`src/rtl/i2s_pkg.sv`:
```
`default_nettype none

package i2s_pkg;

    // ==================================================
    // Defaults
    // ==================================================
    localparam int I2S_DATA_W     = 32;
    localparam int I2S_FIFO_DEPTH = 8;

    // Register byte offsets
    localparam logic [4:0] REG_CTRL    = 5'h00;
    localparam logic [4:0] REG_INTMASK = 5'h04;
    localparam logic [4:0] REG_INTSTAT = 5'h08;
    localparam logic [4:0] REG_TXDATA  = 5'h0C;
    localparam logic [4:0] REG_STATUS  = 5'h10;

    // ==================================================
    // Types
    // ==================================================

    // en ends up at bit 0
    typedef struct packed {
        logic [7:0] ratio;
        logic [5:0] resolution;
        logic       int_en;
        logic       lswap;
        logic       en;
    } i2s_ctrl_t;

    // Mask, status, clear and condition bits
    typedef struct packed {
        logic empty;
        logic half;
    } i2s_irq_t;

    typedef struct packed {
        logic sck;
        logic ws;
        logic shift;
    } i2s_clk_t;

endpackage

`default_nettype wire

```
`src/rtl/i2s_clkgen.sv`:
```
`timescale 1ns/1ns
`default_nettype none

module i2s_clkgen
    import i2s_pkg::*;
(
    input  wire logic      wb_clk_i,
    input  wire logic      wb_rst_i,
    input  wire i2s_ctrl_t ctrl_i,
    output i2s_clk_t       clk_o
);

    logic [7:0] half_cnt;
    logic [5:0] bit_cnt;
    logic       sck_q;
    logic       ws_q;
    logic       half_done;
    logic       fall;

    assign half_done = (half_cnt == ctrl_i.ratio - 8'd1);
    // High in the cycle whose closing edge drops SCK
    assign fall      = ctrl_i.en & half_done & sck_q;

    always_ff @(posedge wb_clk_i or posedge wb_rst_i) begin
        if (wb_rst_i) begin
            half_cnt <= '0;
            bit_cnt  <= '0;
            sck_q    <= 1'b0;
            ws_q     <= 1'b0;
        end else if (!ctrl_i.en) begin
            half_cnt <= '0;
            bit_cnt  <= '0;
            sck_q    <= 1'b0;
            ws_q     <= 1'b0;
        end else begin
            if (half_done) begin
                half_cnt <= '0;
                sck_q    <= ~sck_q;
            end else begin
                half_cnt <= half_cnt + 8'd1;
            end
            // WS flips on the last falling edge of a slot
            if (fall) begin
                if (bit_cnt == ctrl_i.resolution - 6'd1) begin
                    bit_cnt <= '0;
                    ws_q    <= ~ws_q;
                end else begin
                    bit_cnt <= bit_cnt + 6'd1;
                end
            end
        end
    end

    assign clk_o = '{sck: sck_q, ws: ws_q, shift: fall};

    a_ratio_nonzero: assert property (
        @(posedge wb_clk_i) disable iff (wb_rst_i)
        ctrl_i.en |-> (ctrl_i.ratio != 8'd0)
    );

endmodule

`default_nettype wire

```
`src/rtl/i2s_irq_ctrl.sv`:
```
`timescale 1ns/1ns
`default_nettype none

module i2s_irq_ctrl
    import i2s_pkg::*;
#(
    parameter int FIFO_DEPTH = I2S_FIFO_DEPTH
) (
    input  wire logic                               wb_clk_i,
    input  wire logic                               wb_rst_i,
    input  wire logic                               int_en_i,
    input  wire i2s_irq_t                           mask_i,
    input  wire i2s_irq_t                           clr_i,
    input  wire logic                               empty_i,
    input  wire logic [$clog2(FIFO_DEPTH + 1)-1:0]  level_i,
    output i2s_irq_t                                stat_o,
    output logic                                    irq_o
);

    localparam int LW = $clog2(FIFO_DEPTH + 1);

    i2s_irq_t cond;
    i2s_irq_t cond_d;
    i2s_irq_t rise;

    assign cond.half  = (level_i <= LW'(FIFO_DEPTH / 2));
    assign cond.empty = empty_i;
    assign rise       = i2s_irq_t'(cond & ~cond_d);

    always_ff @(posedge wb_clk_i or posedge wb_rst_i) begin
        if (wb_rst_i) begin
            cond_d <= '0;
            stat_o <= '0;
        end else begin
            cond_d <= cond;
            // Set has priority over a clear in the same cycle
            stat_o <= i2s_irq_t'((stat_o & ~clr_i) | (int_en_i ? rise : 2'b00));
        end
    end

    assign irq_o = |(stat_o & mask_i);

endmodule

`default_nettype wire

```
`src/rtl/i2s_serializer.sv`:
```
`timescale 1ns/1ns
`default_nettype none

module i2s_serializer
    import i2s_pkg::*;
#(
    parameter int DATA_W = I2S_DATA_W
) (
    input  wire logic              wb_clk_i,
    input  wire logic              wb_rst_i,
    input  wire i2s_ctrl_t         ctrl_i,
    input  wire i2s_clk_t          clk_i,
    input  wire logic [DATA_W-1:0] rd_data_i,
    input  wire logic              empty_i,
    output logic                   pop_o,
    output logic                   sd_o
);

    localparam int IDX_W = $clog2(DATA_W);

    logic [DATA_W-1:0] shreg;
    logic [IDX_W-1:0]  bit_cnt;
    logic [IDX_W-1:0]  msb_idx;
    logic              ws_prev;
    logic              primed;
    logic              started;
    logic              sd_q;
    logic              slot_start;
    logic              left_slot;
    logic              take;

    assign msb_idx    = IDX_W'(ctrl_i.resolution - 6'd1);
    // WS edge seen one SCK late gives the one-bit delay
    assign slot_start = clk_i.shift & (~primed | (clk_i.ws != ws_prev));
    assign left_slot  = (clk_i.ws == ctrl_i.lswap);
    // First word after enable waits for a left slot
    assign take       = slot_start & ~empty_i & (started | left_slot);
    assign pop_o      = take;
    assign sd_o       = sd_q;

    always_ff @(posedge wb_clk_i or posedge wb_rst_i) begin
        if (wb_rst_i) begin
            ws_prev <= 1'b0;
            primed  <= 1'b0;
            started <= 1'b0;
            bit_cnt <= '0;
            sd_q    <= 1'b0;
        end else if (!ctrl_i.en) begin
            ws_prev <= 1'b0;
            primed  <= 1'b0;
            started <= 1'b0;
            bit_cnt <= '0;
            sd_q    <= 1'b0;
        end else if (clk_i.shift) begin
            primed  <= 1'b1;
            ws_prev <= clk_i.ws;
            if (slot_start) begin
                started <= started | take;
                bit_cnt <= msb_idx - 1'b1;
                sd_q    <= take ? rd_data_i[msb_idx] : 1'b0;
            end else begin
                bit_cnt <= bit_cnt - 1'b1;
                sd_q    <= shreg[bit_cnt];
            end
        end
    end

    // Zeros stand in for a missing word
    always_ff @(posedge wb_clk_i) begin
        if (slot_start) begin
            shreg <= take ? rd_data_i : '0;
        end
    end

endmodule

`default_nettype wire

```
`src/rtl/i2s_sync_fifo.sv`:
```
`timescale 1ns/1ns
`default_nettype none

module i2s_sync_fifo
    import i2s_pkg::*;
#(
    parameter int DATA_W     = I2S_DATA_W,
    parameter int FIFO_DEPTH = I2S_FIFO_DEPTH
) (
    input  wire logic                               wb_clk_i,
    input  wire logic                               wb_rst_i,
    input  wire logic                               push_i,
    input  wire logic [DATA_W-1:0]                  push_data_i,
    input  wire logic                               pop_i,
    output logic      [DATA_W-1:0]                  rd_data_o,
    output logic                                    full_o,
    output logic                                    empty_o,
    output logic      [$clog2(FIFO_DEPTH + 1)-1:0]  level_o
);

    localparam int AW = (FIFO_DEPTH > 1) ? $clog2(FIFO_DEPTH) : 1;
    localparam int LW = $clog2(FIFO_DEPTH + 1);

    logic [DATA_W-1:0] mem [FIFO_DEPTH];
    logic [AW-1:0]     wr_ptr;
    logic [AW-1:0]     rd_ptr;
    logic [LW-1:0]     level_q;
    logic              do_push;
    logic              do_pop;

    function automatic logic [AW-1:0] next_ptr(input logic [AW-1:0] ptr);
        return (ptr == AW'(FIFO_DEPTH - 1)) ? '0 : ptr + 1'b1;
    endfunction

    assign do_push   = push_i & ~full_o;
    assign do_pop    = pop_i & ~empty_o;
    assign full_o    = (level_q == LW'(FIFO_DEPTH));
    assign empty_o   = (level_q == '0);
    assign level_o   = level_q;
    // Head word shows without a read request
    assign rd_data_o = mem[rd_ptr];

    always_ff @(posedge wb_clk_i or posedge wb_rst_i) begin
        if (wb_rst_i) begin
            wr_ptr  <= '0;
            rd_ptr  <= '0;
            level_q <= '0;
        end else begin
            if (do_push) begin
                wr_ptr <= next_ptr(wr_ptr);
            end
            if (do_pop) begin
                rd_ptr <= next_ptr(rd_ptr);
            end
            if (do_push && !do_pop) begin
                level_q <= level_q + 1'b1;
            end else if (do_pop && !do_push) begin
                level_q <= level_q - 1'b1;
            end
        end
    end

    always_ff @(posedge wb_clk_i) begin
        if (do_push) begin
            mem[wr_ptr] <= push_data_i;
        end
    end

    a_no_push_full: assert property (
        @(posedge wb_clk_i) disable iff (wb_rst_i) push_i |-> !full_o
    );

    a_no_pop_empty: assert property (
        @(posedge wb_clk_i) disable iff (wb_rst_i) pop_i |-> !empty_o
    );

endmodule

`default_nettype wire

```
`src/rtl/i2s_tx_top.sv`:
```
`timescale 1ns/1ns
`default_nettype none

module i2s_tx_top
    import i2s_pkg::*;
#(
    parameter int DATA_W     = I2S_DATA_W,
    parameter int FIFO_DEPTH = I2S_FIFO_DEPTH
) (
    input  wire logic              wb_clk_i,
    input  wire logic              wb_rst_i,
    input  wire logic              wb_cyc_i,
    input  wire logic              wb_stb_i,
    input  wire logic              wb_we_i,
    input  wire logic [4:0]        wb_adr_i,
    input  wire logic [DATA_W-1:0] wb_dat_i,
    output logic      [DATA_W-1:0] wb_dat_o,
    output logic                   wb_ack_o,
    output logic                   i2s_sck_o,
    output logic                   i2s_ws_o,
    output logic                   i2s_sd_o,
    output logic                   irq_o
);

    localparam int LW = $clog2(FIFO_DEPTH + 1);

    i2s_ctrl_t         ctrl;
    i2s_irq_t          irq_mask;
    i2s_irq_t          irq_clr;
    i2s_irq_t          irq_stat;
    i2s_clk_t          i2s_clk;
    logic              push;
    logic [DATA_W-1:0] push_data;
    logic              pop;
    logic [DATA_W-1:0] rd_data;
    logic              fifo_full;
    logic              fifo_empty;
    logic [LW-1:0]     fifo_level;

    i2s_wb_regs #(
        .DATA_W     (DATA_W),
        .FIFO_DEPTH (FIFO_DEPTH)
    ) u_regs (
        .wb_clk_i     (wb_clk_i),
        .wb_rst_i     (wb_rst_i),
        .wb_cyc_i     (wb_cyc_i),
        .wb_stb_i     (wb_stb_i),
        .wb_we_i      (wb_we_i),
        .wb_adr_i     (wb_adr_i),
        .wb_dat_i     (wb_dat_i),
        .wb_dat_o     (wb_dat_o),
        .wb_ack_o     (wb_ack_o),
        .ctrl_o       (ctrl),
        .irq_mask_o   (irq_mask),
        .irq_clr_o    (irq_clr),
        .irq_stat_i   (irq_stat),
        .fifo_full_i  (fifo_full),
        .fifo_level_i (fifo_level),
        .push_o       (push),
        .push_data_o  (push_data)
    );

    i2s_clkgen u_clkgen (
        .wb_clk_i (wb_clk_i),
        .wb_rst_i (wb_rst_i),
        .ctrl_i   (ctrl),
        .clk_o    (i2s_clk)
    );

    i2s_sync_fifo #(
        .DATA_W     (DATA_W),
        .FIFO_DEPTH (FIFO_DEPTH)
    ) u_fifo (
        .wb_clk_i    (wb_clk_i),
        .wb_rst_i    (wb_rst_i),
        .push_i      (push),
        .push_data_i (push_data),
        .pop_i       (pop),
        .rd_data_o   (rd_data),
        .full_o      (fifo_full),
        .empty_o     (fifo_empty),
        .level_o     (fifo_level)
    );

    i2s_serializer #(
        .DATA_W (DATA_W)
    ) u_ser (
        .wb_clk_i  (wb_clk_i),
        .wb_rst_i  (wb_rst_i),
        .ctrl_i    (ctrl),
        .clk_i     (i2s_clk),
        .rd_data_i (rd_data),
        .empty_i   (fifo_empty),
        .pop_o     (pop),
        .sd_o      (i2s_sd_o)
    );

    i2s_irq_ctrl #(
        .FIFO_DEPTH (FIFO_DEPTH)
    ) u_irq (
        .wb_clk_i (wb_clk_i),
        .wb_rst_i (wb_rst_i),
        .int_en_i (ctrl.int_en),
        .mask_i   (irq_mask),
        .clr_i    (irq_clr),
        .empty_i  (fifo_empty),
        .level_i  (fifo_level),
        .stat_o   (irq_stat),
        .irq_o    (irq_o)
    );

    assign i2s_sck_o = i2s_clk.sck;
    assign i2s_ws_o  = i2s_clk.ws;

endmodule

`default_nettype wire

```
`src/rtl/i2s_wb_regs.sv`:
```
`timescale 1ns/1ns
`default_nettype none

module i2s_wb_regs
    import i2s_pkg::*;
#(
    parameter int DATA_W     = I2S_DATA_W,
    parameter int FIFO_DEPTH = I2S_FIFO_DEPTH
) (
    input  wire logic                               wb_clk_i,
    input  wire logic                               wb_rst_i,
    input  wire logic                               wb_cyc_i,
    input  wire logic                               wb_stb_i,
    input  wire logic                               wb_we_i,
    input  wire logic [4:0]                         wb_adr_i,
    input  wire logic [DATA_W-1:0]                  wb_dat_i,
    output logic      [DATA_W-1:0]                  wb_dat_o,
    output logic                                    wb_ack_o,
    output i2s_ctrl_t                               ctrl_o,
    output i2s_irq_t                                irq_mask_o,
    output i2s_irq_t                                irq_clr_o,
    input  wire i2s_irq_t                           irq_stat_i,
    input  wire logic                               fifo_full_i,
    input  wire logic [$clog2(FIFO_DEPTH + 1)-1:0]  fifo_level_i,
    output logic                                    push_o,
    output logic      [DATA_W-1:0]                  push_data_o
);

    localparam int LEVEL_W = $clog2(FIFO_DEPTH + 1);

    i2s_ctrl_t         ctrl_q;
    i2s_irq_t          mask_q;
    logic              req;
    logic              wr_cyc;
    logic              rd_cyc;
    logic              tx_wr;
    logic              tx_stall;
    logic [DATA_W-1:0] rd_word;

    // No new request in the ack cycle
    assign req      = wb_cyc_i & wb_stb_i & ~wb_ack_o;
    assign wr_cyc   = req & wb_we_i;
    assign rd_cyc   = req & ~wb_we_i;
    assign tx_wr    = wr_cyc & (wb_adr_i == REG_TXDATA);
    // Wait states until the FIFO has room
    assign tx_stall = tx_wr & fifo_full_i;

    assign push_o      = tx_wr & ~fifo_full_i;
    assign push_data_o = wb_dat_i;
    assign irq_clr_o   = (wr_cyc && wb_adr_i == REG_INTSTAT) ?
                         i2s_irq_t'(wb_dat_i[1:0]) : i2s_irq_t'(2'b00);

    assign ctrl_o     = ctrl_q;
    assign irq_mask_o = mask_q;

    always_comb begin
        rd_word = '0;
        case (wb_adr_i)
            REG_CTRL: begin
                rd_word[0]     = ctrl_q.en;
                rd_word[1]     = ctrl_q.lswap;
                rd_word[2]     = ctrl_q.int_en;
                rd_word[13:8]  = ctrl_q.resolution;
                rd_word[23:16] = ctrl_q.ratio;
            end
            REG_INTMASK: rd_word[1:0] = mask_q;
            REG_INTSTAT: rd_word[1:0] = irq_stat_i;
            REG_STATUS: begin
                rd_word[0]             = (fifo_level_i == '0);
                rd_word[1]             = fifo_full_i;
                rd_word[8 +: LEVEL_W]  = fifo_level_i;
            end
            default: ;
        endcase
    end

    always_ff @(posedge wb_clk_i or posedge wb_rst_i) begin
        if (wb_rst_i) begin
            wb_ack_o <= 1'b0;
            wb_dat_o <= '0;
            ctrl_q   <= '0;
            mask_q   <= '0;
        end else begin
            wb_ack_o <= req & ~tx_stall;
            if (rd_cyc) begin
                wb_dat_o <= rd_word;
            end
            if (wr_cyc && wb_adr_i == REG_CTRL) begin
                ctrl_q.en         <= wb_dat_i[0];
                ctrl_q.lswap      <= wb_dat_i[1];
                ctrl_q.int_en     <= wb_dat_i[2];
                ctrl_q.resolution <= wb_dat_i[13:8];
                ctrl_q.ratio      <= wb_dat_i[23:16];
            end
            if (wr_cyc && wb_adr_i == REG_INTMASK) begin
                mask_q <= i2s_irq_t'(wb_dat_i[1:0]);
            end
        end
    end

    // The acked request is still held by the master
    a_ack_after_req: assert property (
        @(posedge wb_clk_i) disable iff (wb_rst_i)
        wb_ack_o |-> (wb_cyc_i && wb_stb_i && $past(wb_cyc_i && wb_stb_i))
    );

endmodule

`default_nettype wire

```
`config.mk`:
```
export PLATFORM = sky130hd
export DESIGN_NAME = i2s_tx_top
export DESIGN_NICKNAME = d
export VERILOG_FILES = /design/src/rtl/i2s_pkg.sv /design/src/rtl/i2s_clkgen.sv /design/src/rtl/i2s_irq_ctrl.sv /design/src/rtl/i2s_serializer.sv /design/src/rtl/i2s_sync_fifo.sv /design/src/rtl/i2s_tx_top.sv /design/src/rtl/i2s_wb_regs.sv
export SDC_FILE = /design/constraint.sdc
export NUM_CORES = 1
export LEC_CHECK = 0
export BUFFER_PORTS_ARGS = -buffer_cell sky130_fd_sc_hd__buf_2
export CAP_MARGIN = 5
export CORE_UTILIZATION = 60
export CTS_CLUSTER_SIZE = 24
export DETAILED_ROUTE_END_ITERATION = 8
export GPL_TIMING_DRIVEN = 0
export PLACE_DENSITY = 0.81
export SLEW_MARGIN = 10
export SYNTH_ARGS = -nofsm -noshare
export SYNTH_HDL_FRONTEND = slang
export SYNTH_SLANG_ARGS = --single-unit
export TNS_END_PERCENT = 30
```
`constraint.sdc`:
```
create_clock -name wb_clk_i -period 9.3 [get_ports wb_clk_i]
set_input_delay 0.465 -clock wb_clk_i [delete_from_list [all_inputs] [get_ports wb_clk_i]]
set_output_delay 0.465 -clock wb_clk_i [all_outputs]
set_load 0.01 [all_outputs]
```
==> run summary <==
Avg Vias per Cell - 6.24
CP Capture Type - register
placed cell areas - 16,700 sq um
WHS - 0.199 ns
Worst-path clk slew - 0.06 ns
GR Util All Layers - 0.267
I/O pin total - 79
final WL - 34,100 um
WP buf/inv - 6
Core ar. - 25,300 sq um
RePlAce Congestion - 0.914
Critical Path RT - 9.70 ns
Hold Path Class - input pin to register
worst-margin pin slew - 1.19 ns
final count of pins violating max slew - 0
fmax - 229 MHz
Synth area leaders - edfxtp_1, dfrtp_1, mux4_2, mux2i_1, mux2_2
synth unique cells - 64
kind of critical path - register to register
CP peak stage delay - 0.47 ns
Final Hold Viols - 0
largest area contributor in the netlist - edfxtp_1
CTS tree - built
via count - 8,779
crit-path cells - inv_1, ha_1, buf_2, xnor2_1, nor4b_1, a22oi_1, nor4_4, and4_1, buf_4, nand4_4, buf_6, buf_12, ha_1, inv_1, ha_1, a21o_1, a21oi_1, xnor2_1, nor2_1, xor2_1
Bufs on Longest Clock Path - 3
sequential share of the synthesized area - 0.677
Seq cells post-synth - 364
Post-synth EDFFs - 288
first-pass GRT wire length - 51,500 um
HPWL Detailed - 22,500 um
Layout Skew - 0.0173 ns
H-tree depth - 2
minimum clock period - 4.37 ns
fin area - 17,900 sq um
P_leak - 6.25 nW
Worst EP arrival - 4.77 ns
Post-Syn Area - 15,600 sq um
final core occ - 0.705
TritonRoute pass-1 iters - 5
RSZ-0062 raised after global routing - false
die width - 163 um
number of global-route vias before repair - 8,854
layout cell share with drive strength beyond 1 - 0.271
initial antenna violation count - 0
most frequent cells in the layout - edfxtp_1, mux4_2, buf_2, dfrtp_1, nor2_1
CP top delay family - simple AND/OR/NAND/NOR gates
status - finished, final reports clean
CP dominant cell by count - ha_1
Synth top area share - 0.555
maximum number of pins on one net before global-route repair - 55
Syn Area/Cell - 17.0 sq um
most common cell after layout, fill and taps aside - edfxtp_1
row count - 58
Initial DRC Count - 911
Num CTS Buffers - 38
CTS Sinks - 364
Post-CTS Setup Inserts - 0
Cells after Synth - 916
Post-synth ARST share - 0.209
Congestion Overflow GR - 0
yosys warns - 0
Startpoint Class - register
setup TNS - 0 ns
Max-slew headroom - 0.206
Max-cap violations - 0
Max stage delay cell, worst path - dfrtp_1
fin crit share - 0.470
most common flop cell mapped by yosys - edfxtp_1
Final nets - 1,103
setup ws final - 4.93 ns
Root Driver - clkbuf_16
Die ar. - 26,600 sq um
VDD IR max - 0.168 mV
per-cell routed wire length - 24.2 um
Worst Setup Slack post-DPL - 5.03 ns
area grow syn2layout - 14.6%
height of the die - 163 um
final setup vio count - 0
power per cell area - 190 nW/um^2
DRC viols - 0
Initial Utilization - 0.615
IO buf count - 62
worst skew pair latency - 0.53 ns
worst-path maximum fanout - 10
post-route ant nets - 0
# diodes - 0
[power by group]
part,total [W],switching [W],internal [W]
Sequential,0.00178,0.0000163,0.00177
Clock,0.00145,0.000621,0.000831
Combinational,0.000160,0.0000999,0.0000600
[final timing paths]
kind	start	end	slack (ns)	cells after the start
max	u_regs.ctrl_o[10]$_DFFE_PP0P_	u_fifo.level_o[3]$_DFFE_PP0P_	4.93	20
min	wb_dat_i[29]	u_fifo.mem[6][29]$_DFFE_PP_	0.20	1
max reg2reg	u_regs.ctrl_o[10]$_DFFE_PP0P_	u_fifo.level_o[3]$_DFFE_PP0P_	4.93	20
min reg2reg	u_regs.wb_dat_o[18]$_DFFE_PP0P_	u_regs.wb_dat_o[18]$_DFFE_PP0P_	0.50	1
max in group asynchronous	wb_rst_i	u_ser.started$_DFFE_PP0P_	8.26	4
min in group asynchronous	wb_rst_i	u_regs.wb_dat_o[21]$_DFFE_PP0P_	0.47	3
[registers in the layout (all words and copies together) (netlist names), 2 cells and up]
| name | count |
|---|---|
| u_fifo.rd_ptr | 3 |
| u_regs.irq_mask_o | 2 |
| u_regs.wb_dat_o | 17 |
| u_fifo.wr_ptr | 3 |
| u_irq.cond_d | 2 |
| u_regs.ctrl_o | 17 |
| u_ser.bit_cnt | 5 |
| u_clkgen.bit_cnt | 6 |
| u_clkgen.half_cnt | 8 |
| u_ser.shreg | 32 |
| u_fifo.level_o | 4 |
| u_irq.stat_o | 2 |
| u_fifo.mem | 256 |
[cells by family (layout without fill, tap and decap cells)]
logic type / after synthesis / count (layout) / share of synthesized area
xor+xnor: 35 / 35 / 0.0197
fa+ha+maj: 13 / 13 / 0.0109
mux: 145 / 145 / 0.158
flops: 364 / 364 / 0.677
other cells: 1 / 15 / 0.000241
compound gates: 88 / 88 / 0.0398
simple gates: 198 / 198 / 0.0690
buf+inv: 72 / 219 / 0.0255
[final cells by class]
| type | count | area [sq um] |
|---|---|---|
| inverter | 12 | 47.5 |
| tap | 330 | 413 |
| multi-input combinational | 494 | 4740 |
| sequential | 364 | 10600 |
| clock inverter | 17 | 135 |
| fill | 1597 | 7470 |
| timing repair buffer | 78 | 566 |
| buffer | 60 | 353 |
| clock buffer | 52 | 1050 |
[Yosys cell counts, drive strengths merged, types with 15 or more instances]
library cell	n
clkbuf	19
mux2i	45
buf	41
mux2	22
edfxtp	288
nand2	39
mux4	78
dfrtp	76
xor2	15
xnor2	20
nand3	20
o21ai	20
nor2	63
[metal layers]
metal,vias to the layer above,track usage,share of wire
met2,418,0.438,0.50
met3,82,0.0521,0.078
li1,3826,-,-
met1,4453,0.357,0.39
met5,-,0,0
met4,0,0.102,0.030
[timing repair]
item | CTS | global route
hold endpoints to repair | 22 | 0
resized for setup | 0 | 0
hold buffers | 1 | 0
[through the flow]
step	instances	power (W)
floorplan	930	0.00191
detailed placement	1337	0.00197
global route	1407	0.00349
global placement	1322	0.00196
finish	1407	0.00340
CTS	1407	0.00341
No activity file was read; power rests on OpenSTA's default activity.
